**src/video_pkg.sv**
```systemverilog
// Arcade shell video definitions
// Core and board colour depths, scanline dimming modes

package video_pkg;

	localparam int COLOR_IN_W  = 3; // Red and green, blue is one bit less
	localparam int COLOR_OUT_W = 6;

	// Dimming applied on odd lines
	typedef enum logic [1:0] {
		SCAN_OFF = 2'd0,
		SCAN_25  = 2'd1,
		SCAN_50  = 2'd2,
		SCAN_75  = 2'd3
	} scanline_e;

endpackage

```
**src/video_out.sv**
```systemverilog
// Board video formatter
// Blanks and widens 3-3-2 core colour to 6 bits, dims odd lines

`timescale 1ns/1ps

module video_out (
	input  logic                              clk_sys,
	input  logic                              arst_n,
	input  logic [video_pkg::COLOR_IN_W-1:0]  game_r,
	input  logic [video_pkg::COLOR_IN_W-1:0]  game_g,
	input  logic [video_pkg::COLOR_IN_W-2:0]  game_b,
	input  logic                              game_hs,
	input  logic                              game_vs,
	input  logic                              game_blankn,
	input  video_pkg::scanline_e              scanlines,
	output logic [video_pkg::COLOR_OUT_W-1:0] vga_r,
	output logic [video_pkg::COLOR_OUT_W-1:0] vga_g,
	output logic [video_pkg::COLOR_OUT_W-1:0] vga_b,
	output logic                              vga_hs,
	output logic                              vga_vs
);
	import video_pkg::*;

	logic                  line_odd;
	logic [COLOR_IN_W-1:0] blue_full;

	function automatic logic [COLOR_OUT_W-1:0] shade(input logic [COLOR_IN_W-1:0] c,
	                                                input logic blankn,
	                                                input logic odd,
	                                                input scanline_e mode);
		logic [COLOR_OUT_W-1:0] v;
		v = blankn ? {c, c} : '0;
		if (odd) begin
			case (mode)
				SCAN_25: v = v - (v >> 2);
				SCAN_50: v = v - (v >> 1);
				SCAN_75: v = v - (v >> 1) - (v >> 2);
				default: ;
			endcase
		end
		return v;
	endfunction

	assign blue_full = {game_b, game_b[COLOR_IN_W-2]}; // Repeat top bit

	always_ff @(posedge clk_sys or negedge arst_n) begin
		if (!arst_n) begin
			line_odd <= 1'b0;
			vga_r    <= '0;
			vga_g    <= '0;
			vga_b    <= '0;
			vga_hs   <= 1'b0;
			vga_vs   <= 1'b0;
		end else begin
			// vga_hs is last cycle's game_hs
			if (game_vs)
				line_odd <= 1'b0;
			else if (game_hs && !vga_hs)
				line_odd <= ~line_odd;
			vga_r  <= shade(game_r, game_blankn, line_odd, scanlines);
			vga_g  <= shade(game_g, game_blankn, line_odd, scanlines);
			vga_b  <= shade(blue_full, game_blankn, line_odd, scanlines);
			vga_hs <= game_hs;
			vga_vs <= game_vs;
		end
	end

endmodule

```
**config.mk**
```make
export PLATFORM = sky130hd
export DESIGN_NAME = video_out
export DESIGN_NICKNAME = d
export VERILOG_FILES = /design/src/video_pkg.sv /design/src/video_out.sv
export SDC_FILE = /design/constraint.sdc
export NUM_CORES = 1
export LEC_CHECK = 0
export BUFFER_PORTS_ARGS = -buffer_cell sky130_fd_sc_hd__buf_2
export CORE_ASPECT_RATIO = 1.75
export CORE_MARGIN = 2
export CORE_UTILIZATION = 30
export DETAILED_ROUTE_END_ITERATION = 8
export PLACE_DENSITY = 0.47
export SETUP_SLACK_MARGIN = 0.05
export SLEW_MARGIN = 10
export SYNTH_ARGS = -nofsm -noshare
export SYNTH_HDL_FRONTEND = slang
export SYNTH_SLANG_ARGS = --single-unit
```
**constraint.sdc**
```tcl
create_clock -name clk_sys -period 1.8 [get_ports clk_sys]
set_input_delay 0.18 -clock clk_sys [delete_from_list [all_inputs] [get_ports clk_sys]]
set_output_delay 0.18 -clock clk_sys [all_outputs]
set_load 0.01 [all_outputs]
```
* Yosys cells after proc, flatten, opt, wreduce, memory -nomap -nowiden
Index checks and enable logic that the tools add are counted.
** Storage, ports and cells
- Flip-flop bits (word level) :: 21
- Bits of input ports :: 15
- Output and inout bits :: 20
- Word-level logic and storage cells :: 33
** Operators by class
- Add/sub/neg operators :: 9
- Equal/unequal tests :: 3
- Muxes and demuxes :: 11
- Bitwise operators :: 1
- Reductions and logical operators :: 3
** Operators by type and width (number)
- $pmux W6 S3 :: 3
- $mux W6 :: 6
- $sub A6 B4 Y6 :: 6
- $sub A6 B5 Y6 :: 3
- $eq A2 B2 Y1 const B :: 2
- $eq A2 B1 Y1 const B :: 1
- $mux W1 :: 2
- $reduce_bool A2 Y1 :: 1
- $logic_and A1 B1 Y1 :: 1
- $logic_not A1 Y1 :: 1
- $not A1 Y1 :: 1

* Logic depth before layout (Yosys ltp)
Gate-level depths: netlist of the first run.
- Word-level depth :: 5
- Gate-level depth with buffers :: 16
- Gate-level depth less buffers :: 15

* Worst setup path before layout of the first run
Ideal clock, no wire load.
- Path type :: input port to flip-flop
- Start :: input game_blankn
- End :: register vga_g[4] (netlist name)
- Library setup time :: 122 ps
- Data arrival time :: 2773 ps
- Required time :: 1678 ps
- Setup slack :: -1095 ps
- Stages :: 14
- Path buffers :: 1
- Cells stage by stage :: buf_2 nand2_1 inv_1 ha_1 fa_1 o21ai_0 inv_1 fa_1 nor2b_1 o21ai_0 and2_1 xnor2_1 nand2_1 a32o_1
** Between the ends
- Longest elaborated chain between the ends :: 5
- Elaborated cells between the ends (all ways) :: 6
- Those cells by class :: add/sub (3); mux (3)
** RTL lines
- from (decl) :: RTL line video_out.sv:14 : input logic game_blankn,
- $mux W6 (*) :: RTL line video_out.sv:32 : v = blankn ? {c, c} : '0;
- $sub A6 B5 Y6 :: RTL line video_out.sv:36, video_out.sv:37
- $sub A6 B4 Y6 :: RTL line video_out.sv:37 : SCAN_75: v = v - (v >> 1) - (v >> 2);
- $pmux W6 S3 :: RTL line video_out.sv:34 : case (mode)
- $mux W6 (*) :: RTL line video_out.sv:33 : if (odd) begin
- to (signal assigned) :: RTL line video_out.sv:61 : vga_g <= shade(game_g, game_blankn, line_odd, scanlines);
- to (decl) :: RTL line video_out.sv:17 : output logic [video_pkg::COLOR_OUT_W-1:0] vga_g,
Mark *: on every way between the ends. The rest lies on a longest branch, timed or not.
A chain may end at the register's enable or synchronous reset.

* Worst setup path in the final report of the first run
Same ends and word-level chain as after synthesis.

==> metrics.md, run 1 <==
| Metric | Value |
|---|---|
| Status | `finished with violations` |
| Failing checks | `negative setup slack` |
| # nets final | `409` |
| H-Tree Depth | `1` |
| Final wirelength | `6460 µm` |
| Crit share post-route | `132%` |
| Detailed-placement wirelength estimate | `5090 µm` |
| Mapped Nets | `300` |
| Minimum clock period | `2.37 ns` |
| Pre-Repair DR Iteration Count | `4` |
| Peak supply drop | `0.285 mV` |
| Slew HR | `66.7%` |
| Via/cell ratio | `4.96` |
| Skew final | `0.00192 ns` |
| Yosys warns | `0` |
| Worst-margin pin slew | `0.498 ns` |
| Worst-Skew Late Latency | `0.26 ns` |
| Clock tree from TritonCTS | `built` |
| Die height | `115 µm` |
| Top Ports | `35` |
| Syn Inst Count | `258` |
| Layout cell share with drive strength beyond 1 | `51.9%` |
| Setup-failing EPs final | `12` |
| Core area | `0.00686 mm²` |
| Die X-Extent | `67.4 µm` |
| Worst-path clk slew | `0.06 ns` |
| CP most frequent cell | `fa_2` |
| Arr. time, crit path | `2.52 ns` |
| Overall power | `2170 µW` |
| Type of the worst setup path | `input port to flop` |
| Drt drc | `0` |
| Largest net degree at the start of global routing | `22` |
| Num Clock Sinks | `21` |
| Prevailing post-synth register cell | `dfrtp_1` |
| Fin util | `51.7%` |
| Initial Util | `30.8%` |
| Highest-delay cell along the critical path | `fa_2` |
| Setup_tns | `-4.08 ns` |
| Mean Syn Cell Area | `8.19 µm²` |
| Worst path max stage delay | `0.43 ns` |
| Grt total ovfl | `0` |
| Via count | `2230` |
| Fill cells | `676` |
| Final hold violations | `0` |
| Area growth syn-to-layout | `67.7%` |
| Area of the die | `0.00775 mm²` |
| Setup WS post-layout | `-0.575 ns` |
| CTS root buffer | `clkbuf_16` |
| Post-route ant nets | `0` |
| # placed instances | `427` |
| Req. time, crit path | `1.94 ns` |
| Worst setup EP type | `flop` |
| Unrepaired setup endpoints after global routing | `true` |
| Post-synthesis sequential area ratio | `24.9%` |
| Post-synth EDFFs | `0` |
| Initial antenna violation count | `0` |
| Row Count | `40` |
| First-pass GRT wire length | `10400 µm` |
| Vias in the first global route | `2288` |
| PD cells | `612 mW/mm²` |
| PortBufs | `34` |
| CTS buffer count | `3` |
| Max-cap viol count | `0` |
| Post-synth cell types | `42` |
| Crit-path max FO | `8` |
| CTS max path bufs | `2` |
| Synth Register Bits | `21` |
| Max Freq | `421 MHz` |
| Synth async-reset ratio | `100%` |
| Final std cells w/o fill | `450` |
| GRT Total Usage | `17.7%` |
| Final Max Tran Viols | `0` |
| Hold Path Class | `input port to flop` |
| Routed wire per std cell | `14.3 µm` |
| Cell leakage power | `0.00171 µW` |
| Antenna cells | `0` |
| Drt first-iter violations | `95` |
| Worst path cell trace | `buf_12 -> buf_8 -> nand2_8 -> inv_6 -> ha_4 -> fa_2 -> o21ai_2 -> inv_1 -> fa_2 -> nor2b_4 -> o21ai_1 -> and2_4 -> xnor2_2 -> nand2_1 -> a32o_1` |
| GP Congestion | `0.884` |
| CP Launch Type | `input port` |
| Mapped Area | `0.00211 mm²` |
## cell type report
cell class / count / area [µm²] / share of cell area, %
Multi-Input combinational cell: 205 / 1880 / 53.1
Clock inverter: 1 / 7.51 / 0.212
Timing Repair Buffer: 118 / 871 / 24.6
Sequential cell: 21 / 526 / 14.8
Inverter: 18 / 77.6 / 2.19
Tap cell: 84 / 105 / 2.97
Clock buffer: 3 / 75.1 / 2.12
## worst paths after layout
| path | startpoint | endpoint | slack (ns) | depth (start not counted) |
|---|---|---|---|---|
| max | game_blankn | vga_g[4]$_DFF_PN0_ | -0.57 | 15 |
| min | game_hs | vga_hs$_DFF_PN0_ | 0.03 | 1 |
| max reg2reg | line_odd$_DFFE_PN0P_ | vga_g[0]$_DFF_PN0_ | 0.38 | 3 |
| min reg2reg | vga_hs$_DFF_PN0_ | line_odd$_DFFE_PN0P_ | 0.58 | 3 |
| max in group asynchronous | arst_n | vga_b[3]$_DFF_PN0_ | 1.05 | 2 |
| min in group asynchronous | arst_n | vga_hs$_DFF_PN0_ | 0.41 | 2 |
## power breakdown
| group | switching [µW] | internal [µW] | leakage, µW | total, µW |
|---|---|---|---|---|
| clock network | 188 | 301 | 0.0000371 | 490 |
| registers | 13.7 | 521 | 0.000265 | 534 |
| logic | 530 | 614 | 0.00141 | 1140 |
| total | 732 | 1440 | 0.00171 | 2170 |
## cells in the final DEF, fill, tap and decap left out, drive strengths merged, types with 3 or more instances in the layout
cell    synthesis  final
a21o            5      5
a21oi           8      8
and2            6      6
buf             9    117
clkbuf          5      3
dfrtp          21     21
fa              5      5
ha             22     22
inv            18     18
nand2          35     35
nand2b          6      6
nand3           4      4
nor2           14     14
nor2b           9      9
o21a            4      4
o21ai          25     25
o221ai          3      3
o22ai          11     11
xnor2          14     14
xor2            4      4
## synthesized netlist by cell type (2+ instances only)
master	count	area share (%)
a211o_1	2	0.83
a21o_1	5	1.8
a21oi_1	8	1.9
a32o_1	2	0.95
a41oi_1	2	0.83
and2_1	6	1.8
and3_1	2	0.59
buf_1	2	0.36
buf_2	5	1.2
buf_4	2	0.71
clkbuf_1	5	0.89
dfrtp_1	21	25
fa_1	5	4.7
ha_1	22	13
inv_1	18	3.2
mux2_2	2	1.1
nand2_1	35	6.2
nand2b_1	6	1.8
nand3_1	3	0.71
nor2_1	14	2.5
nor2b_1	9	2.7
nor3_1	2	0.47
o2111ai_1	2	0.83
o211a_1	2	0.95
o21a_1	4	1.4
o21ai_0	22	5.2
o21ai_1	3	0.71
o221ai_1	3	1.2
o22ai_1	11	3.3
o2bb2ai_1	2	0.83
o311ai_0	2	0.83
o31ai_1	2	0.71
or3_1	2	0.59
xnor2_1	14	5.8
xor2_1	4	1.7
## worst max-delay path, delay by kind of cell
family,cells,cell delay [ns]
AO/OA/AOI/OAI,3,0.47
XOR/XNOR,1,0.11
adder cells (fa/ha/maj),3,0.95
buffers and inverters,4,0.35
AND/OR/NAND/NOR,4,0.44
## routing by layer
layer	track usage [%]	wire length [µm]	share of wire [%]
met5	0	0	0
met4	8.57	197	3.1
met3	0.685	136	2.1
met2	34.7	3720	58
met1	18.3	2400	37
## repair_timing
| item | in CTS | in global routing |
|---|---|---|
| setup buffers | 12 | 7 |
| pin swaps | 28 | 28 |
| gates resized for setup | 48 | 30 |
| hold endpoints to repair | 21 | 0 |
| cloned | 0 | 0 |
| setup endpoints to repair | 14 | 14 |
| hold buffers | 1 | 0 |
## logic make-up (layout without fill, tap and decap cells)
family,after synthesis,in the layout,share of synthesized area (%)
mux,2,2,1.07
xor+xnor,18,18,7.46
flops,21,21,24.9
simple gates,81,81,18.1
fa+ha+maj,27,27,17.8
buf+inv,32,140,6.34
compound gates,77,77,24.4
## stage by stage
| stage | cell area [µm²] | hold slack (ns) | setup slack, ns |
|---|---|---|---|
| after floorplan | 2300 | -0.116 | -0.675 |
| after global placement | 2980 | 0.170 | -1.07 |
| after detailed placement | 2980 | 0.177 | -1.06 |
| after CTS | 3360 | 0.0310 | -0.519 |
| after global routing | 3540 | 0.0355 | -0.654 |
| final | 3540 | 0.0320 | -0.575 |
## registers in the layout, summed over array words and instances, names as in the netlist
register  count
line_odd      1
vga_b         6
vga_g         6
vga_hs        1
vga_r         6
vga_vs        1
Note: power is estimated with default switching activity, not from simulation.
==> inputs of run 2 (changes only) <==
- CORE_UTILIZATION: 30 -> 55
- PLACE_DENSITY: 0.47 -> 0.77
==> run 2 against run 1 <==
Against the previous run:
- the flow still finishes with violations (negative setup slack)
- maximum frequency fell by 11%
- global-route usage rose by 20 points
- clock-buffer cell count did not move
- sequential share of layout area barely moved
- via count rose by 32%
- non-clock buffer count rose by 6
- hold slack improved by 0.012 ns
- power rose by 3.6%
- critical path depth fell by 2
- sequential cell count did not move
- die area fell by 44%
- highest routed layer unchanged
==> metrics.md, run 2 (synthesis gave the netlist of run 1 again) <==
| Metric | Value |
|---|---|
| Status | `finished with violations` |
| Via/cell ratio | `7.06 (+42%)` |
| Worst-margin pin slew | `0.519 ns (+0.0213 ns)` |
| Largest net degree at the start of global routing | `25 (+14%)` |
| Vias in the first global route | `2682 (+17%)` |
| PortBufs | `34 (unchanged)` |
| Setup WS post-layout | `-0.862 ns (-0.287 ns)` |
| Most frequent cells in the layout | `81 x buf_4, 30 x buf_2, 25 x nand2_1, 21 x dfrtp_1, 13 x nor2_1` |
| H-Tree Depth | `1 (unchanged)` |
| Die X-Extent | `50.8 µm (-25%)` |
| Row Count | `29 (-28%)` |
| Area growth syn-to-layout | `67.3%` |
| Largest registers | `vga_b (6), vga_g (6), vga_r (6)` |
| Minimum clock period | `2.66 ns (+0.287 ns)` |
| Crit-path max FO | `6 (-2)` |
| Pre-Repair DR Iteration Count | `6 (+2)` |
| Fin util | `96.4% (+45 points)` |
| Routed wire per std cell | `27.2 µm (+90%)` |
| Fill cells | `74 (-89%)` |
| Hold Path Class | `input port to flop` |
| CTS root buffer | `clkbuf_8` |
| Detailed-placement wirelength estimate | `4790 µm (-5.9%)` |
| Via count | `2951 (+32%)` |
| Drt drc | `0 (unchanged)` |
| Initial Util | `57.6% (+27 points)` |
| WP buf/inv | `1 (-3)` |
| CP Launch Type | `input port` |
| Layout cell share with drive strength beyond 1 | `55.6% (+3.7 points)` |
| # placed instances | `386 (-9.6%)` |
| Setup-failing EPs final | `13 (+1)` |
| CTS buffer count | `3 (unchanged)` |
| Core area | `0.00366 mm² (-47%)` |
| Num Clock Sinks | `21 (unchanged)` |
| Unrepaired setup endpoints after global routing | `true` |
| Crit share post-route | `148% (+16 points)` |
| Area of the die | `0.00437 mm² (-44%)` |
| Grt total ovfl | `0 (unchanged)` |
| Skew final | `0.00129 ns (-0.000630 ns)` |
| Final Max Tran Viols | `0 (unchanged)` |
| GRT Total Usage | `37.5% (+20 points)` |
| Worst path max stage delay | `0.40 ns (-0.03 ns)` |
| Antenna cells | `0 (unchanged)` |
| Initial antenna violation count | `0 (unchanged)` |
| Drt first-iter violations | `305 (+220%)` |
| Die height | `86.0 µm (-25%)` |
| Type of the worst setup path | `input port to flop` |
| Clock tree from TritonCTS | `built` |
| Post-route ant nets | `0 (unchanged)` |
| Final std cells w/o fill | `418 (-7.1%)` |
| Highest-delay cell along the critical path | `fa_2` |
| CTS max path bufs | `2 (unchanged)` |
| PD cells | `636 mW/mm² (+3.9%)` |
| Final wirelength | `11400 µm (+76%)` |
| Post-Place Worst Slack | `-1.08 ns (-0.0125 ns)` |
| Worst path cell trace | `buf_12 -> and2_4 -> ha_4 -> fa_2 -> xor2_2 -> o21ai_1 -> ha_1 -> o21a_1 -> o31ai_2 -> o211a_1 -> and3_1 -> o21ai_2 -> xnor2_1` |
| GP Congestion | `0.901 (+1.9%)` |
| # nets final | `415 (+1.5%)` |
| Worst-path clk slew | `0.08 ns (+0.02 ns)` |
| Failing checks | `negative setup slack` |
| Max-cap viol count | `0 (unchanged)` |
| Top Ports | `35 (unchanged)` |
| Commonest non-fill, non-tap cell in the layout | `buf_4` |
| Slew HR | `65.3% (-1.4 points)` |
| Crit-path leading delay family | `adder cells` |
| Cell leakage power | `0.00173 µW (+1.2%)` |
| Peak supply drop | `0.499 mV (+75%)` |
| Max Freq | `376 MHz (-11%)` |
| Final hold slack | `0.0437 ns (+0.0118 ns)` |
| Arr. time, crit path | `2.81 ns (+0.29 ns)` |
| Worst-Skew Late Latency | `0.26 ns (about the same)` |
| Worst setup EP type | `flop` |
| Req. time, crit path | `1.95 ns (about the same)` |
| First-pass GRT wire length | `12500 µm (+20%)` |
| Final hold violations | `0 (unchanged)` |
-- run 2: cell type report --
type / instances / area [µm²] / area share [%]
Multi-Input combinational cell: 205 / 1900 / 53.7
Clock inverter: 1 / 5.00 / 0.142
Clock buffer: 3 / 41.3 / 1.17
Sequential cell: 21 / 526 / 14.9
Inverter: 18 / 82.6 / 2.34
Timing Repair Buffer: 124 / 925 / 26.2
Tap cell: 46 / 57.6 / 1.63
-- run 2: through the flow --
step	setup TNS, ns	power [µW]	area [µm²]
floorplan	-5.17	1100	2300
global placement	-9.95	1390	2910
detailed placement	-11.03	1430	2910
CTS	-3.09	1910	3320
global route	-6.75	2300	3530
finish	-6.23	2250	3530
-- run 2: worst paths after layout --
path,slack (ns),depth (start not counted),start,to
max reg2reg,0.32,4,line_odd$_DFFE_PN0P_,vga_r[3]$_DFF_PN0_
max in group asynchronous,1.00,2,arst_n,vga_r[0]$_DFF_PN0_
max,-0.86,13,game_blankn,vga_r[5]$_DFF_PN0_
min reg2reg,0.68,3,vga_hs$_DFF_PN0_,line_odd$_DFFE_PN0P_
min in group asynchronous,0.46,2,arst_n,vga_b[1]$_DFF_PN0_
min,0.04,1,game_vs,vga_vs$_DFF_PN0_
-- run 2: per-layer routing --
layer  vias up  part of all wire (%)  global-route usage [%]
met1      1292                    29                    38.8
met2       349                    46                    68.8
met3       171                    12                    3.14
met5         -                     0                       0
met4         0                    13                    26.0
li1       1139                     -                       -
-- run 2: worst register-to-register path, stage by stage (launching register included) --
cell	delay [ns]
dfrtp_1	0.47
buf_4	0.36
nor2_1	0.15
a41oi_1	0.20
o311ai_1	0.16
-- run 2: timing repair --
action                                  CTS  global route
buffers inserted                         20             8
endpoints found under the setup margin   14            13
hold endpoints to repair                 21             0
hold buffers                              1             0
resized for setup                        50            43
gates cloned                              1             0
pin swaps                                35            33
-- run 2: power breakdown --
part | leakage, µW | switching, µW | internal (µW)
clock network | 0.0000255 | 161 | 154
registers | 0.000265 | 27.6 | 520
logic | 0.00144 | 723 | 661
