$ cat config.mk
export PLATFORM = sky130hd
export DESIGN_NAME = audio_dac
export DESIGN_NICKNAME = d
export VERILOG_FILES = /design/src/audio_dac.sv
export SDC_FILE = /design/constraint.sdc
export NUM_CORES = 1
export LEC_CHECK = 0
export BUFFER_PORTS_ARGS = -buffer_cell sky130_fd_sc_hd__buf_2
export CORE_MARGIN = 5
export CORE_UTILIZATION = 35
export DETAILED_ROUTE_END_ITERATION = 7
export GPL_ROUTABILITY_DRIVEN = 0
export SLEW_MARGIN = 20
export SYNTH_ARGS = -nofsm -noshare
export SYNTH_HDL_FRONTEND = slang
export SYNTH_SLANG_ARGS = --single-unit
$ cat constraint.sdc
create_clock -name clk_sys -period 2.16 [get_ports clk_sys]
set_input_delay 0.216 -clock clk_sys [delete_from_list [all_inputs] [get_ports clk_sys]]
set_output_delay 0.216 -clock clk_sys [all_outputs]
set_load 0.02 [all_outputs]
$ cat src/audio_dac.sv
// First-order sigma-delta audio DAC
// Carry out of the sample accumulator is the one-bit stream

`timescale 1ns/1ps

module audio_dac #(
	parameter int DAC_W = 8
) (
	input  logic             clk_sys,
	input  logic             arst_n,
	input  logic [DAC_W-1:0] audio_sample,
	output logic             dac_bit
);

	logic [DAC_W:0] acc;

	// Residue is kept, carry is dropped each cycle
	always_ff @(posedge clk_sys or negedge arst_n) begin
		if (!arst_n)
			acc <= '0;
		else
			acc <= {1'b0, acc[DAC_W-1:0]} + {1'b0, audio_sample};
	end

	assign dac_bit = acc[DAC_W]; // Registered carry

endmodule

# Yosys cells after proc, flatten, opt, wreduce, memory -nomap -nowiden
# Index checks and enable logic that the tools add are counted.
totals:
  wordCells: 2
  input_bits: 10
  ff_bits: 9
  out_inout_bits: 1
op_classes:
  addsub: 1
ops:
  columns: ["cell", "count"]
  rows:
  - ["adder 8 x 8 -> 9 bit", 1]

# Logic depth before layout (Yosys ltp)
# Gate-level depths: netlist (run 1).
logic_depth:
  ltp_word: 1
  ltp_mapped: 6
  depth_no_buf: 6

# Worst setup path before layout (run 1)
# Ideal clock, no wire load.
synth_path:
  kind: "register to register"
  startpoint: "reg acc[0]"
  endpoint: "reg acc[8]"
  setup_time_ns: 0.129
  path_stages_with_launch: 7
  setup_slack_ns: 0.656
  t_arrival_ns: 1.376
  required_time_ns: 2.031
  path_cell_list: "dfrtp_1 > ha_1 > fa_1 > a21oi_1 > nor2_1 > nor2_1 > o21ai_0"
synth_via:
  elab_chain_len: 1
synth_lines:
  columns: ["item", "line", "text"]
  rows:
  - ["start, declared", "15", "logic [DAC_W:0] acc;"]
  - ["start signal, assigned", "22", "acc <= {1'b0, acc[DAC_W-1:0]} + {1'b0, audio_sample};"]
  - ["adder 8 x 8 -> 9 bit", "22", null]
# No other way between the ends.

# Final worst setup path (run 1)
# Same ends and word-level chain as after synthesis.

==> summary by stage, run 1 <==
Critical path
At the worst endpoint, the arrival time is 1.76 ns. The category of cells accounting for the largest share of critical-path delay is adder cells. The endpoint type of the worst setup path is a flop. The worst setup path is launched from a flop. On the worst path, the slowest cell contributes a delay of 0.40 ns. In this run the critical register-to-register path is launched from acc[0]$_DFF_PN0_. The sum of buffers and inverters on the critical path is 0. The critical path starts at acc[0]$_DFF_PN0_. Of all nets on the critical path, the largest fanout is 2. The start-to-end type of the worst setup path is reg -> reg. The critical path goes through ha_1, fa_1, a21oi_1, nor2_1, nor2_1, o21ai_0. Among all stages on the critical path, the largest delay is contributed by sky130_fd_sc_hd__fa_1. By instance count, the cell type seen most on the critical path is sky130_fd_sc_hd__nor2_1. STA puts the critical path data required time at 2.30 ns.

Timing
Across the routed clock network, the largest skew measured is 0.00427 ns. The setup total negative slack is 0 ns. Setup violations remaining at the end of the flow were counted as 0. Based on the critical path, the design can be clocked at up to 618 MHz. The number of hold-slack violations in the final timing report is 0. Headroom to the max-slew limit came out at 0.767. The number of slew-limit violations in the final report is 0.

The ratio of final minimum period to clock period is 0.750. Setup repair after global routing left no endpoint under its margin. At the pin with the least slew margin, the transition time is 0.340 ns.

The final critical path time including I/O delays and setup is 1.62 ns.

Power and ir drop
Summed over all cells, the static leakage comes to 0.000321 uW. The design internal power is 571 uW. The fraction of power spent switching nets is 0.392. The total net switching power is 369 uW. The combinational share of power is 0.549.

The sequential share of power is 0.312. Dividing total power by cell area gives a power density of 1430 nW/um^2. The part of the power in the clock network is 0.139. The worst supply voltage drop on vdd is 705 uV.

Job
The number of violations of the max-capacitance limit is 0.

Finish
The flip-flop count of the largest register, all copies and words added is 9. The most common cell after layout, fill and taps aside is sky130_fd_sc_hd__buf_2. Compared with the post-synthesis result, the final layout area differs by 19.4%. In the final layout, the share of cells above drive strength 1 is 0.212. The final standard cell utilization of the core is 0.440.

More flip-flops sit in one register than any other, and that register is acc. In the layout the commonest cells are sky130_fd_sc_hd__buf_2 (10), sky130_fd_sc_hd__dfrtp_1 (9), sky130_fd_sc_hd__ha_1 (8), sky130_fd_sc_hd__a21oi_1 (5). The total of fill cells in the finished design is 145. In the final layout, the registers with the most flip-flops are acc: 9 flops. The antenna cell count is 0. The multi-input combinational cells in the finished layout cover a total of 313 um^2. Registers take 225 um^2. At the end of the flow, the number of nets in the layout was 86.

Placement
Input and output buffers added on the ports amount to 10. Summed over all nets, the half-perimeter wirelength after detailed placement is 735 um.

Synthesis
The number of synthesized flops with an enable pin is 0. In the synthesized netlist the dominant register cell turns out to be sky130_fd_sc_hd__dfrtp_1. Counting every net in the synthesized netlist gives 70.

The sequential fraction of the synthesis area is 0.410. Counting every instance in the synthesized netlist gives 51. The synthesized area per cell is 10.8 um^2. The number of synthesized register bits is 9. The cell area that synthesis handed to floorplanning was 549 um^2. The post-synthesis cell type count is 21.

The Yosys step of the flow raised 0 warnings. The async set or reset register ratio after synthesis is 1.00.

Routing
The number of iterations in the first detailed-routing pass is 4. The post-detailed-routing wire length is 949 um. The mean number of vias per cell is 4.90. The DRC violation count after routing is 0. The total vias in the final route is 402. In the final routed layout, each cell accounts on average for 11.6 um. In this run the remaining antenna-violating nets after routing total 0. The detailed router finished its first iteration with 10 violations.

Global route
For this run, the total global-route usage over all layers was measured as 0.0886. The number of antenna violations at the first check in global routing is 0. The number of global-route vias before repair was 360. The first global-routing pass estimated 1590 um of wire. For this run the aggregate overflow at the end of global routing stands at 0. The maximum number of pins on one net before global-route repair is 10.

Clock network
In this run the deepest clock path goes through 2 buffers. TritonCTS built the clock tree. The total clock sinks is 9. At the later pin of the worst-skew pair, clock insertion delay measures 0.26 ns. The number of CTS-inserted buffers is 3.

CTS built an H-tree with a depth of 1. The total of cells resized after clock tree synthesis is 0. The clock root buffer is sky130_fd_sc_hd__clkbuf_4. The clock-pin slew reported for the worst setup and hold paths after clock tree synthesis is 0.06 ns.

Floorplan
The starting density of the core is 0.369. Pin placement for this block handled 11 I/O pins. The number of rows in the core area is 14.

The area inside the core boundary is 1490 um^2. The die is 49.6 um wide. The die covers 2460 um^2. In this run the vertical extent of the chip is 49.6 um.

Min path
The start point of the worst hold path is audio_sample[0]. In this run the worst hold path is classified as in -> reg.

Outcome
The run finished with clean final reports.
==> path summary, 6_finish.rpt <==
check,slack (ns),cells past startpoint,endpoint
setup / recovery,0.54,6,acc[8]$_DFF_PN0_
hold / removal,0.18,2,acc[0]$_DFF_PN0_
setup reg to reg,0.54,6,acc[8]$_DFF_PN0_
hold reg to reg,0.47,1,acc[0]$_DFF_PN0_
max in group asynchronous,1.64,2,acc[8]$_DFF_PN0_
min in group asynchronous,0.33,2,acc[1]$_DFF_PN0_
==> Yosys cell counts, drive strengths merged, types with 2 or more instances <==
cell	number	area, um^2
a21o	2	15.0
a21oi	5	25.0
a311o	2	20.0
dfrtp	9	225
ha	8	100
inv	3	11.3
nand2	3	11.3
nand3	2	10.0
nor2	2	7.51
nor2b	2	12.5
nor3	2	10.0
xnor2	2	17.5
xor2	2	17.5
==> per-layer routing <==
| metal | global-route usage | up-vias | part of all wire | wire (um) |
|---|---|---|---|---|
| met5 | 0 | - | 0 | 0 |
| met2 | 0.112 | 9 | 0.43 | 407 |
| met3 | 0.0542 | 2 | 0.066 | 63 |
| li1 | - | 217 | - | - |
| met1 | 0.117 | 174 | 0.49 | 465 |
| met4 | 0.0393 | 0 | 0.013 | 12 |
==> final cells by class <==
class                   instances  area share
clock buffers                   4      0.0401
well taps                      16      0.0305
inverters                       3      0.0172
repair buffers                 11      0.0916
multi-input cells              39       0.477
flip-flops and latches          9       0.344
==> through the flow <==
step	power, uW	setup slack [ns]	hold slack [ns]	std cells	cell area [um^2]
6_report	939	0.541	0.185	82	656
5_1_grt	1040	0.390	0.173	82	656
4_1_cts	953	0.528	0.182	82	656
3_5_place_dp	811	0.542	0.0836	77	619
3_3_place_gp	811	0.604	0.0818	77	619
2_1_floorplan	710	0.656	-0.0796	51	549
==> timing repair <==
item / 4_1_cts / 5_1_grt
endpoints found under the hold margin: 9 / 0
hold buffers: 1 / 0
buffers inserted: 0 / 0
==> cell families (layout without fill, tap and decap cells) <==
group | after synthesis | in the layout | share of synthesized area
compound gates | 13 | 13 | 0.164
simple gates | 12 | 12 | 0.105
fa+ha+maj | 9 | 9 | 0.219
flops | 9 | 9 | 0.410
xor+xnor | 4 | 4 | 0.0638
buf+inv | 3 | 18 | 0.0205
mux | 1 | 1 | 0.0182
==> worst reg2reg max path: stages, from the launching register on <==
cell                      delay [ns]
sky130_fd_sc_hd__dfrtp_1        0.36
sky130_fd_sc_hd__ha_1           0.20
sky130_fd_sc_hd__fa_1           0.40
sky130_fd_sc_hd__a21oi_1        0.22
sky130_fd_sc_hd__nor2_1         0.06
sky130_fd_sc_hd__nor2_1         0.14
sky130_fd_sc_hd__o21ai_0        0.11
==> power by group through the flow <==
| stage | combinational (uW) | clock [uW] | sequential (uW) |
|---|---|---|---|
| final | 516 | 130 | 293 |
| after floorplan | 408 | 0 | 302 |
| after global routing | 593 | 145 | 304 |
| after CTS | 522 | 135 | 295 |
| after global placement | 514 | 0 | 297 |
| after detailed placement | 514 | 0 | 297 |
Power figures use the tool's default switching activity.
==> run 2, diff against run 1 <==
==> constraint.sdc (replaced) <==
create_clock -name clk_sys -period 1.51 [get_ports clk_sys]
set_input_delay 0.151 -clock clk_sys [delete_from_list [all_inputs] [get_ports clk_sys]]
set_output_delay 0.151 -clock clk_sys [all_outputs]
set_load 0.02 [all_outputs]
==> summary by stage, run 2 (synthesis results as in run 1) <==
Clock network
The number of CTS-inserted buffers came to 3 (unchanged). The clock-pin slew reported for the worst setup and hold paths after clock tree synthesis came to 0.06 ns (about the same). The clock root buffer is sky130_fd_sc_hd__clkbuf_4. The maximum buffer depth of the clock tree is 2 (unchanged). The total clock sinks is 9 (unchanged). The clock tree from TritonCTS is built. The number of levels the H-tree was split into was 1 (unchanged).

The clock latency on the worst-skew pair was 0.26 ns (about the same).

Global route
The number of antenna violations at the first check in global routing came to 0 (unchanged). The maximum number of pins on one net before global-route repair came to 10 (unchanged). The global router's overall resource usage is 0.103 (+0.0143). The global-route wire length before repair is 1900 um (+20%). The remaining global-route overflow is 0 (unchanged).

The number of global-route vias before repair came to 470 (+31%).

Finish
The total of fill cells in the finished design was 133 (-8.3%). The fraction of layout instances using a drive strength above 1 is 0.432 (+0.220). The most common cell after layout, fill and taps aside is sky130_fd_sc_hd__buf_2. The flip-flop count of the largest register, all copies and words added is 9 (unchanged). From synthesis to final layout, the design area changed by 44.0%. The register with the most flip-flops is acc. The antenna cell count came to 0 (unchanged). In the final layout, the registers with the most flip-flops are acc: 9 flops. Leaving out fill and tap cells, the most frequent cells in the layout are sky130_fd_sc_hd__buf_2 (10), sky130_fd_sc_hd__dfrtp_1 (9), sky130_fd_sc_hd__buf_4 (8), sky130_fd_sc_hd__ha_1 (4), sky130_fd_sc_hd__ha_4 (4). The net count reported at finish was 94 (+9.3%).

Critical path
The worst setup path is captured at a flop. The largest fanout of any net on the critical path is 6 (+4). The worst reg-to-reg path cell count is 5 (-1). The signal on the critical path passes through ha_4, a21o_1, a21o_1, a221oi_1, nand2_1. The arrival time at the worst endpoint was 1.63 ns (-0.13 ns). The slowest stage of the critical path belongs to the cell sky130_fd_sc_hd__dfrtp_1. In this run the critical register-to-register path is launched from acc[4]$_DFF_PN0_. In this run the critical register-to-register path is captured at acc[7]$_DFF_PN0_.

The sum of buffers and inverters on the critical path is 0 (unchanged). The internal reg-to-reg setup slack came to 0.03 ns (-0.51 ns). The worst stage delay on the critical path is 0.39 ns (about the same). Among the stages of the critical path, the cell type that occurs most often is sky130_fd_sc_hd__a21o_1. The worst setup path is launched from a flop.

The worst setup path is of the reg -> reg kind. The category of cells accounting for the largest share of critical-path delay is compound AO/OA/AOI/OAI gates. The data required time of the critical path is 1.66 ns (-0.64 ns).

Timing
The worst clock skew is 0.00377 ns (-0.000494 ns). The slew at the pin closest to its max-slew limit is 0.255 ns (-0.0851 ns). The number of setup violations in the final report is 0 (unchanged).

The final worst setup slack is 0.0319 ns (-0.509 ns). The number of slew-limit violations in the final report is 0 (unchanged). Setup repair after global routing could not meet its margin everywhere. The number of hold-slack violations in the final timing report came to 0 (unchanged).

The final critical path time including I/O delays and setup is 1.48 ns (-0.141 ns). The top achievable clock speed is 677 MHz (+9.5%). The ratio of final minimum period to clock period is 0.979 (+0.229). The worst slew margin relative to its limit is 0.830 (+0.0623).

Power and ir drop
The worst supply voltage drop on vdd came to 1200 uV (+70%). The total power draw is 1670 uW (+78%). The standby leakage power is 0.000362 uW (+13%). The power per unit of standard cell area is 2110 nW/um^2 (+47%).

Min path
The instance count along the most critical hold path is 2 (unchanged). The kind of path behind the tightest hold check is in -> reg. The start point of the worst hold path is audio_sample[0].

The capture endpoint of the worst hold path is acc[0]$_DFF_PN0_.

Job
The number of violations of the max-capacitance limit is 0 (unchanged).

Placement
The number of I/O port buffers is 10 (unchanged). The placement-stage worst setup slack is -0.0922 ns (-0.634 ns). The HPWL reported at the end of detailed placement came to 816 um (+11%).

Routing
The mean number of vias per cell is 5.08 (+3.6%). The number of iterations in the first detailed-routing pass was 2 (-2). The post-detailed-routing wire length is 1140 um (+20%). The count of routing violations after the opening detailed-route iteration is 3 (-7). The total vias in the final route is 457 (+14%). The number of nets still failing antenna checks after routing is 0 (unchanged). The DRC violation count after routing was 0 (unchanged).

The mean routed wirelength per cell is 12.7 um (+9.5%).

Floorplan
The number of placed I/O pins came to 11 (unchanged). The area inside the core boundary is 1490 um^2 (unchanged). The die area is 2460 um^2 (unchanged). The y dimension of the die was 49.6 um (unchanged).

The starting density of the core is 0.369 (unchanged). The number of rows in the core area is 14 (unchanged). The horizontal die dimension is 49.6 um (unchanged).

Outcome
The flow ran to the end, and the final reports show no timing, DRC or antenna violations.
## run 2: changes by cell type in the layout (fill, tap and decap cells not counted), sizes merged
cell	delta
buf	+8
## run 2: timing repair
item,CTS,global route
hold endpoints to repair,9,0
hold buffers,1,0
setup buffers,0,1
resized for setup,8,5
pin swaps,2,2
endpoints found under the setup margin,5,5
## run 2: worst max path at each step
stage,from,to,cells after the start
global route,acc[4]$_DFF_PN0_,acc[7]$_DFF_PN0_,5
floorplan,acc[0]$_DFF_PN0_,acc[8]$_DFF_PN0_,6
detailed placement,acc[0]$_DFF_PN0_,acc[8]$_DFF_PN0_,6
finish,acc[4]$_DFF_PN0_,acc[7]$_DFF_PN0_,5
CTS,acc[2]$_DFF_PN0_,acc[7]$_DFF_PN0_,6
global placement,acc[4]$_DFF_PN0_,acc[7]$_DFF_PN0_,5
## run 2: stage by stage
step / hold WS, ns / TNS (ns) / instance area (um^2) / instances / util
2_1_floorplan: -0.145 / 0 / 549 / 51 / -
3_3_place_gp: 0.0178 / -0.114 / 672 / 84 / 0.451
3_5_place_dp: 0.0182 / -0.254 / 672 / 84 / 0.451
4_1_cts: 0.136 / 0 / 747 / 89 / 0.502
5_1_grt: 0.133 / -0.175 / 791 / 90 / 0.531
6_report: 0.145 / 0 / 791 / 90 / 0.531
## run 2: worst register-to-register path, delay by kind of cell, from the launching register on
kind	cells	cell delay (ns)
AO/OA/AOI/OAI	3	0.65
adder cells (fa/ha/maj)	1	0.24
flip-flops	1	0.39
AND/OR/NAND/NOR	1	0.08
## run 2: routing by layer
layer  GRT usage  part of all wire  routed length [um]
met5           0                 0                   0
met4      0.0393             0.018                  20
met3      0.0633             0.065                  74
met2       0.161              0.48                 547
met1       0.111              0.44                 498
## run 2: where the power goes
group	leakage, uW	internal, uW	switching (uW)
Sequential	0.000105	377	65.7
Combinational	0.000241	554	483
Clock	0.0000150	102	88.1
## run 2: final cells by class
type / count / area, um^2 / share of cell area
Timing Repair Buffer: 19 / 120 / 0.152
Clock buffer: 4 / 26.3 / 0.0332
Sequential cell: 9 / 225 / 0.285
Multi-Input combinational cell: 39 / 388 / 0.491
Tap cell: 16 / 20.0 / 0.0253
Inverter: 3 / 11.3 / 0.0142
==> run 3, diff against run 2 <==
==> constraint.sdc (replaced) <==
create_clock -name clk_sys -period 1.6 [get_ports clk_sys]
set_input_delay 0.16 -clock clk_sys [delete_from_list [all_inputs] [get_ports clk_sys]]
set_output_delay 0.16 -clock clk_sys [all_outputs]
set_load 0.02 [all_outputs]
==> summary by stage, run 3 (synthesis results as in run 1) <==
Timing
The number of setup violations in the final report came to 0 (unchanged). The final worst setup slack is 0.0564 ns (+0.0245 ns). The worst slew margin relative to its limit is 0.820 (-0.00922). The top achievable clock speed is 648 MHz (-4.2%).

The setup total negative slack came to 0 ns (unchanged). The number of hold-slack violations in the final timing report is 0 (unchanged). The number of slew-limit violations in the final report came to 0 (unchanged).

The final critical path time including I/O delays and setup came to 1.54 ns (+0.0655 ns). The worst clock skew is 0.0109 ns (+0.00717 ns). The ratio of final minimum period to clock period came to 0.965 (-0.0141).

Setup repair after global routing could not meet its margin everywhere. The slew at the pin closest to its max-slew limit is 0.270 ns (+0.0143 ns).

Outcome
The run finished with clean final reports.

Min path
The kind of path behind the tightest hold check is in -> reg. The instance count along the most critical hold path was 2 (unchanged).

Routing
The count of routing violations after the opening detailed-route iteration is 4 (+1). The mean number of vias per cell was 5.12 (+0.87%). The DRC violation count after routing is 0 (unchanged). The number of nets still failing antenna checks after routing is 0 (unchanged). The number of iterations in the first detailed-routing pass was 4 (+2). The total vias in the final route is 420 (-8.1%).

The post-detailed-routing wire length came to 969 um (-15%). The mean routed wirelength per cell is 11.8 um (-6.8%).

Floorplan
The number of rows in the core area was 14 (unchanged). The horizontal die dimension is 49.6 um (unchanged). The area inside the core boundary was 1490 um^2 (unchanged). The starting density of the core is 0.369 (unchanged).

The y dimension of the die is 49.6 um (unchanged). The die area is 2460 um^2 (unchanged). The number of placed I/O pins is 11 (unchanged).

Finish
The flip-flop count of the largest register, all copies and words added came to 9 (unchanged). The total of fill cells in the finished design is 136 (+2.3%). In the final layout, the registers with the most flip-flops are acc: 9 flops.

The fraction of layout instances using a drive strength above 1 is 0.333 (-0.0991). The net count reported at finish is 86 (-8.5%). The register with the most flip-flops is acc. The post-layout instance area is 694 um^2 (-12%). The area of the multi-input gates is 352 um^2 (-9.4%). The antenna cell count came to 0 (unchanged). In the layout the commonest cells are sky130_fd_sc_hd__buf_2 (10), sky130_fd_sc_hd__dfrtp_1 (9), sky130_fd_sc_hd__ha_1 (6). The area overhead of the layout relative to synthesis is 26.4%. The library cell used most frequently in the layout, excluding fill and tap cells, is sky130_fd_sc_hd__buf_2.

The combined flip-flop and latch cell area came to 225 um^2 (unchanged).

Critical path
The launch point of the critical path is acc[2]$_DFF_PN0_. The data required time of the critical path is 1.75 ns (+0.09 ns). The endpoint type of the worst setup path is a flop. The start-to-end type of the worst setup path is reg -> reg. The largest fanout of any net on the critical path was 4 (-2). In this run the worst setup path terminates at acc[5]$_DFF_PN0_. The worst register-to-register path begins at acc[2]$_DFF_PN0_. The internal reg-to-reg setup slack is 0.06 ns (+0.02 ns). The worst reg-to-reg path cell count came to 4 (-1). The capture point of the worst reg-to-reg path is acc[5]$_DFF_PN0_. The critical path launch point type is a flop. The arrival time at the worst endpoint was 1.70 ns (+0.07 ns).

Global route
The maximum number of pins on one net before global-route repair is 10 (unchanged). The number of global-route vias before repair is 392 (-17%). The number of antenna violations at the first check in global routing was 0 (unchanged). The global router's overall resource usage was 0.0924 (-0.0105).

The global-route wire length before repair is 1700 um (-10%). The remaining global-route overflow was 0 (unchanged).

Placement
The number of I/O port buffers came to 10 (unchanged). The standard cell area after detailed placement is 619 um^2 (-7.8%). The placement-stage worst setup slack came to -0.0239 ns (+0.0683 ns). The HPWL reported at the end of detailed placement is 755 um (-7.5%).

Power and ir drop
The standby leakage power was 0.000321 uW (-11%). The worst supply voltage drop on vdd was 1010 uV (-16%). The total power draw is 1370 uW (-18%).

The power per unit of standard cell area was 1970 nW/um^2 (-6.8%).

Clock network
The clock-pin slew reported for the worst setup and hold paths after clock tree synthesis is 0.07 ns (about the same). The total clock sinks is 9 (unchanged). The clock tree from TritonCTS is built.

The number of levels the H-tree was split into is 1 (unchanged). In this run the clock root is driven by a sky130_fd_sc_hd__clkbuf_4. The number of CTS-inserted buffers is 3 (unchanged). The clock latency on the worst-skew pair was 0.26 ns (about the same). The maximum buffer depth of the clock tree is 2 (unchanged).

Job
The number of violations of the max-capacitance limit is 0 (unchanged).
-- run 3: cell type report --
class	instances	share of cell area
Multi-Input combinational cell	39	0.506
Inverter	3	0.0162
Tap cell	16	0.0288
Sequential cell	9	0.324
Clock buffer	4	0.0378
Timing Repair Buffer	11	0.0865
-- run 3: report_power, final --
part	leakage, uW	switching [uW]	internal, uW
sequential	0.000105	48.3	355
clock	0.0000150	81.4	96.1
combinational	0.000201	410	376
total	0.000321	539	827
-- run 3: per-layer routing --
metal | part of all wire | up-vias | track usage
met2 | 0.43 | 10 | 0.114
met4 | 0.012 | 0 | 0.0393
met5 | 0 | - | 0
met1 | 0.49 | 191 | 0.126
met3 | 0.060 | 2 | 0.0542
li1 | - | 217 | -
-- run 3: worst max-delay path, stage by stage (launching register included) --
cell,delay [ns]
sky130_fd_sc_hd__dfrtp_1,0.36
sky130_fd_sc_hd__ha_1,0.34
sky130_fd_sc_hd__a21oi_1,0.29
sky130_fd_sc_hd__a21oi_2,0.10
sky130_fd_sc_hd__a311o_1,0.35
-- run 3: metrics by stage --
stage | hold slack, ns | utilization | cells
2_1_floorplan | -0.136 | - | 51
3_3_place_gp | 0.0259 | 0.416 | 77
3_5_place_dp | 0.0278 | 0.416 | 77
4_1_cts | 0.125 | 0.447 | 82
5_1_grt | 0.119 | 0.466 | 82
6_report | 0.133 | 0.466 | 82
-- run 3: worst min path at each step --
| stage | end | slack [ns] | start |
|---|---|---|---|
| after floorplan | acc[0]$_DFF_PN0_ | -0.14 | arst_n |
| after global placement | acc[2]$_DFF_PN0_ | 0.03 | arst_n |
| after detailed placement | acc[0]$_DFF_PN0_ | 0.03 | arst_n |
| after CTS | acc[0]$_DFF_PN0_ | 0.12 | audio_sample[0] |
| after global routing | acc[0]$_DFF_PN0_ | 0.12 | audio_sample[0] |
| final | acc[0]$_DFF_PN0_ | 0.13 | audio_sample[0] |
-- run 3: what timing repair did --
action                                  in CTS  in global routing
gates resized for setup                      4                  7
endpoints found under the setup margin       2                  3
hold endpoints to repair                     9                  0
hold buffers                                 1                  0
pin swaps                                    0                  1
buffers inserted                             0                  0
